### src/cache_pkg.sv
// Cache request definitions

package cache_pkg;

  // Data word width, also the word address width
  localparam int word_width_c = 32;

  // Client and bank request opcode
  typedef enum logic {
    LOAD  = 1'b0
    ,STORE = 1'b1
  } cache_op_e;

endpackage

### src/dma_pkg.sv
// Memory side DMA definitions

package dma_pkg;

  // Bank to memory command opcode
  typedef enum logic {
    READ_BLOCK = 1'b0  // Stream block_words_p words back
    ,WRITE_WORD = 1'b1 // Single word write-through
  } dma_op_e;

endpackage

### src/cache_bank.sv
// Direct-mapped write-through cache bank

`timescale 1ns/10ps

module cache_bank #(
  parameter int sets_p = 16
  ,parameter int block_words_p = 4
) (
  input clock_i
  ,input reset_i

  ,input v_i
  ,input cache_pkg::cache_op_e op_i
  ,input [cache_pkg::word_width_c-1:0] addr_i
  ,input [cache_pkg::word_width_c-1:0] data_i
  ,output logic ready_o

  ,output logic v_o
  ,output logic [cache_pkg::word_width_c-1:0] data_o
  ,input yumi_i

  ,output logic dma_v_o
  ,output dma_pkg::dma_op_e dma_op_o
  ,output logic [cache_pkg::word_width_c-1:0] dma_addr_o
  ,output logic [cache_pkg::word_width_c-1:0] dma_wdata_o
  ,input dma_yumi_i

  ,input fill_v_i
  ,input [cache_pkg::word_width_c-1:0] fill_data_i
  ,output logic fill_ready_o
);

  localparam int off_w_lp = $clog2(block_words_p);
  localparam int idx_w_lp = $clog2(sets_p);
  localparam int tag_lo_lp = off_w_lp + 1 + idx_w_lp; // Offset, bank bit, index
  localparam int tag_w_lp = cache_pkg::word_width_c - tag_lo_lp;

  typedef enum logic [2:0] {
    IDLE
    ,LOOKUP
    ,FILL_REQ
    ,FILL
    ,STORE_REQ
    ,RESP
  } state_e;

  state_e state_r;
  logic up_r;
  logic [sets_p-1:0] valid_r;
  logic [off_w_lp-1:0] fill_cnt_r;

  cache_pkg::cache_op_e op_r;
  logic [cache_pkg::word_width_c-1:0] addr_r;
  logic [cache_pkg::word_width_c-1:0] wdata_r;
  logic [cache_pkg::word_width_c-1:0] resp_data_r;

  logic [tag_w_lp-1:0] tag_r [sets_p];
  logic [cache_pkg::word_width_c-1:0] data_r [sets_p][block_words_p];

  logic [off_w_lp-1:0] off;
  logic [idx_w_lp-1:0] idx;
  logic [tag_w_lp-1:0] tag;
  logic hit;
  logic fill_last;

  assign off = addr_r[off_w_lp-1:0];
  assign idx = addr_r[off_w_lp+1 +: idx_w_lp];
  assign tag = addr_r[cache_pkg::word_width_c-1:tag_lo_lp];
  assign hit = valid_r[idx] & (tag_r[idx] == tag);
  assign fill_last = fill_v_i & (fill_cnt_r == off_w_lp'(block_words_p - 1));

  // ##############################
  // Control FSM
  always_ff @(posedge clock_i) begin
    if (reset_i) begin
      state_r <= IDLE;
      up_r <= 1'b0;
      valid_r <= '0;
      fill_cnt_r <= '0;
    end else begin
      up_r <= 1'b1;
      case (state_r)
        IDLE: if (v_i & ready_o) state_r <= LOOKUP;
        LOOKUP: begin
          if (op_r == cache_pkg::STORE) state_r <= STORE_REQ;
          else if (hit) state_r <= RESP;
          else state_r <= FILL_REQ;
        end
        FILL_REQ: begin
          if (dma_yumi_i) begin
            state_r <= FILL;
            fill_cnt_r <= '0;
          end
        end
        FILL: begin
          if (fill_v_i) fill_cnt_r <= fill_cnt_r + 1'b1;
          if (fill_last) begin
            state_r <= RESP;
            valid_r[idx] <= 1'b1; // Tag is written in the same cycle
          end
        end
        STORE_REQ: if (dma_yumi_i) state_r <= RESP;
        RESP: if (yumi_i) state_r <= IDLE;
        default: state_r <= IDLE;
      endcase
    end
  end

  // ##############################
  // Request, arrays and response word
  always_ff @(posedge clock_i) begin
    if (v_i & ready_o) begin
      op_r <= op_i;
      addr_r <= addr_i;
      wdata_r <= data_i;
    end
    if (state_r == LOOKUP) begin
      resp_data_r <= (op_r == cache_pkg::STORE) ? '0 : data_r[idx][off];
      if ((op_r == cache_pkg::STORE) & hit) data_r[idx][off] <= wdata_r; // No allocate on miss
    end
    if ((state_r == FILL) & fill_v_i) begin
      data_r[idx][fill_cnt_r] <= fill_data_i;
      if (fill_cnt_r == off) resp_data_r <= fill_data_i; // Critical word
      if (fill_last) tag_r[idx] <= tag;
    end
  end

  assign ready_o = up_r & (state_r == IDLE);
  assign v_o = (state_r == RESP);
  assign data_o = resp_data_r;

  assign dma_v_o = (state_r == FILL_REQ) | (state_r == STORE_REQ);
  assign dma_op_o = (state_r == STORE_REQ) ? dma_pkg::WRITE_WORD : dma_pkg::READ_BLOCK;
  assign dma_addr_o = (state_r == STORE_REQ)
                    ? addr_r
                    : {addr_r[cache_pkg::word_width_c-1:off_w_lp], {off_w_lp{1'b0}}};
  assign dma_wdata_o = wdata_r;
  assign fill_ready_o = (state_r == FILL);

endmodule

### config.mk
export PLATFORM = sky130hd
export DESIGN_NAME = cache_bank
export DESIGN_NICKNAME = d
export VERILOG_FILES = /design/src/cache_pkg.sv /design/src/dma_pkg.sv /design/src/cache_bank.sv
export SDC_FILE = /design/constraint.sdc
export NUM_CORES = 2
export LEC_CHECK = 0
export BUFFER_PORTS_ARGS = -buffer_cell sky130_fd_sc_hd__buf_4
export CAP_MARGIN = 5
export CORE_ASPECT_RATIO = 0.5
export CORE_UTILIZATION = 55
export CTS_CLUSTER_SIZE = 10
export DETAILED_ROUTE_END_ITERATION = 16
export PLACE_DENSITY_LB_ADDON = 0.05
export SYNTH_ARGS = -nofsm -noshare
export SYNTH_HDL_FRONTEND = slang
export SYNTH_SLANG_ARGS = --single-unit
### constraint.sdc
create_clock -name clock_i -period 8.3 [get_ports clock_i]
set_input_delay 1.245 -clock clock_i [delete_from_list [all_inputs] [get_ports clock_i]]
set_output_delay 1.245 -clock clock_i [all_outputs]
set_load 0.02 [all_outputs]
==> impl_results.rst <==
.. list-table::
   :header-rows: 1

   * - Metric
     - Value
   * - Placeable Area
     - between 150000 and 200000 um^2
   * - Proportion of power drawn by combinational gates
     - between 10% and 20%
   * - Layout Skew
     - around 0.039 ns
   * - Buffers inserted by post-CTS timing repair
     - 0
   * - Run status
     - completed
   * - CTS H-tree depth
     - 5
   * - RD Place Congestion
     - 0.907
   * - Utilization after layout
     - a little over three fifths
   * - Number of distinct library cells after synthesis
     - between 50 and 60
   * - Overall power
     - between 30000 and 40000 uW
   * - Most prevalent standard cell on the critical path
     - buf_4
   * - Number of vias after detailed routing
     - just under 50000
   * - TritonCTS Sinks
     - roughly 2600
   * - Leakage Power
     - 0.0352 uW
   * - Maximum single-stage delay on the critical path
     - 0.90 ns
   * - Number of flops mapped to enable cells by yosys
     - around 2500
   * - DR pass1 iterations
     - 5
   * - Finish-stage setup viols
     - 0
   * - Post-CTS resize count
     - 0
   * - Worst path top cell family by delay
     - buffers and inverters
   * - Final hold vios
     - 0
   * - Hold WC Path Type
     - reg -> reg
   * - Drt total wl
     - ~280 mm
   * - Worst Setup Start Kind
     - flip-flop
   * - Starting density of the core
     - 55.4%
   * - Max Clock Freq
     - 0.155 GHz
   * - Antenna violations before repair
     - 39
   * - Count of fill cells added during filler insertion
     - 12100
   * - Post-synthesis sequential area ratio
     - between 70% and 80%
   * - Switching fraction of total power
     - about a quarter
   * - Share of layout cells above drive strength 1
     - between 30% and 40%
   * - Largest net degree at the start of global routing
     - 97
   * - Critical path fanouts, max
     - 78
   * - Detailed placement HPWL
     - between 150 and 200 mm
   * - Die X-Extent
     - between 600 and 700 um
   * - Wire length of the first global-routing pass
     - around 390 mm
   * - Total power per unit cell area
     - between 200 and 300 nW/um^2
   * - WP data arrival
     - between 6 and 7 ns
   * - Post-CTS clock slew at the launch and capture registers of the worst setup and hold paths
     - about 0.06 ns
   * - Worst skew pair latency
     - a little over 0.8 ns
   * - Buffers plus inverters on the worst setup path
     - 4
   * - Floorplan die area
     - roughly 180000 um^2
   * - Max-slew headroom
     - 5.09%
   * - VDD IR max
     - around 0.17 mV
   * - Clock Power Share
     - a little over a third
   * - Port Buf Inserts
     - slightly above 200
   * - Iteration-0 DRC Markers
     - 7300
   * - Chain of cells forming the critical path
     - buf_12, mux4_2, mux2i_1, xnor2_1, o31ai_1, o2111ai_1, buf_4, nor4_1, a21boi_4, buf_4, nor2_4, buf_4
   * - Ratio of routed vias to standard cells
     - approximately 7
   * - Portion of total power attributed to sequential cells
     - between 40% and 50%
   * - Antenna Nets Post-Route
     - 0
   * - Most used flip-flop cell after synthesis
     - edfxtp_1
   * - Async set-reset flop share out of synthesis
     - 0%
   * - Max-capacitance violation count
     - 0
   * - Switching pwr
     - roughly 8300 uW
   * - Yosys warning count
     - 0
   * - Final period util
     - 77.7%
   * - Height of the die
     - 303 um
   * - Global-route usage over all layers
     - a little under a third
   * - Final worst path period need
     - 6.45 ns
   * - Root Driver
     - clkbuf_16
   * - Average cell area after synthesis
     - 23.6 um^2
   * - Setup TNS Final
     - 0 ns
   * - Setup repair after global routing missed its margin
     - false
   * - Combined area of all synthesized cells
     - 99700 um^2
   * - Critical path class
     - reg -> reg
   * - Io pins
     - between 200 and 250
   * - Grt ovf
     - 0
   * - Syn-to-layout area delta
     - 13.3%
   * - Total CTS buffers
     - 299
   * - Synthesized netlist cell count
     - approximately 4200
   * - Clock tree from TritonCTS
     - done
   * - CTS Hold Bufs
     - 0
   * - Number of standard-cell rows in the floorplan
     - 110
   * - Post-synthesis register bit count
     - 2571
   * - WP data required
     - 8.77 ns
   * - Synthesized Nets
     - 4325
   * - Remaining routing DRC violations
     - 0
   * - Kind of end point of the critical path
     - flip-flop
   * - Longest Clk Path Bufs
     - 4
   * - P_int
     - 23600 uW
   * - Critical-path cell with the highest stage delay
     - dfxtp_4
   * - Max-slew violation count
     - 0
   * - Number of global-route vias before repair
     - approximately 47000
   * - Nets
     - approximately 4700
   * - WHS
     - roughly 0.47 ns
   * - Tightest Pin Transition
     - approximately 1.4 ns
   * - WL per Instance
     - 39.5 um
through the flow:
stage | setup slack [ns] | cell area (um^2) | cells
2_1_floorplan | 3.88 | 99700 | 4218
3_3_place_gp | 2.09 | 104000 | 6678
3_5_place_dp | 2.08 | 105000 | 6693
4_1_cts | 1.99 | 113000 | 7097
5_1_grt | 1.73 | 113000 | 7101
6_report | 1.85 | 113000 | 7115
cell usage after synthesis (28+ instances only):
master / n / area share [%]
edfxtp_1: 2513 / 76
mux4_2: 759 / 17
nor2_1: 130 / 0.49
mux2_2: 129 / 1.5
clkbuf_1: 87 / 0.33
mux2i_1: 73 / 0.73
buf_2: 69 / 0.35
nand2_1: 68 / 0.26
dfxtp_1: 58 / 1.2
buf_4: 57 / 0.43
a22oi_1: 45 / 0.34
o21ai_1: 32 / 0.16
buf_1: 28 / 0.11
registers in the layout, summed over array words and instances, names as in the netlist, 2 cells and up, named ones only:
name	flops
fill_cnt_r	2
data_r	2048
dma_wdata_o	32
state_r	3
addr_r	32
valid_r	16
data_o	32
tag_r	400
worst reg2reg max path, delay by kind of cell, from the launching register on:
| family | cells | cell delay [ns] |
|---|---|---|
| AO/OA/AOI/OAI | 3 | 0.98 |
| XOR/XNOR | 1 | 0.15 |
| buffers and inverters | 4 | 1.68 |
| flip-flops | 1 | 0.90 |
| multiplexers | 2 | 0.97 |
| AND/OR/NAND/NOR | 2 | 1.40 |
area by class of cell:
cell class | instances | area [um^2] | share of cell area, %
diodes | 18 | 45.0 | 0.0399
clock buffers | 400 | 8120 | 7.19
clock inverters | 4 | 35.0 | 0.0310
inverters | 6 | 25.0 | 0.0222
multi-input cells | 1384 | 22300 | 19.8
flip-flops and latches | 2571 | 76600 | 67.8
well taps | 2408 | 3010 | 2.67
repair buffers | 324 | 2740 | 2.43
final timing paths:
kind                            startpoint  slack [ns]              to  cells after the start
worst max-delay path             flip-flop        1.85  data_r[4][120]                     12
worst min-delay path            valid_r[1]        0.47      valid_r[1]                      2
worst max register to register   flip-flop        1.85  data_r[4][120]                     12
worst min register to register  valid_r[1]        0.47      valid_r[1]                      2
cell families after synthesis:
logic type               share of synthesized area, %
adder cells (fa/ha/maj)                        0.0502
AO/OA/AOI/OAI                                   0.830
buffers and inverters                            1.43
XOR/XNOR                                        0.307
flip-flops                                       76.8
AND/OR/NAND/NOR                                  1.12
multiplexers                                     19.4
power groups by stage:
stage               Sequential [uW]  Clock, uW  Combinational, uW
CTS                           15000      11700               5270
global route                  15000      12100               5520
floorplan                     15100          0               3240
detailed placement            15300          0               5250
global placement              15300          0               5220
finish                        15000      11600               5320
layout by cell type (no fill, tap or decap), types with 6 or more instances in the layout:
cell       instances
xnor2_1           19
nor2_4            81
diode_2           18
mux2i_1           73
nor4_1             6
mux4_2           759
nor2_1            49
a22oi_1           45
nor2b_1            9
buf_12            23
and2_1             8
o21ai_0            7
edfxtp_1        2513
nand3_1           12
clkbuf_1          89
clkbuf_16        311
nand2_1           63
buf_4            300
a21oi_1            9
dfxtp_1           54
o21ai_1           32
mux2_2           129
xor2_1            16
per-layer routing:
metal  global-route usage (%)  part of all wire, %  vias up
li1                         -                    -    18700
met3                     10.9                   13      378
met1                     47.9                   42    26800
met4                     6.70                  1.9       26
met5                    0.809                0.093        -
met2                     43.2                   43     2778
No activity file was read; power rests on OpenSTA's default activity.
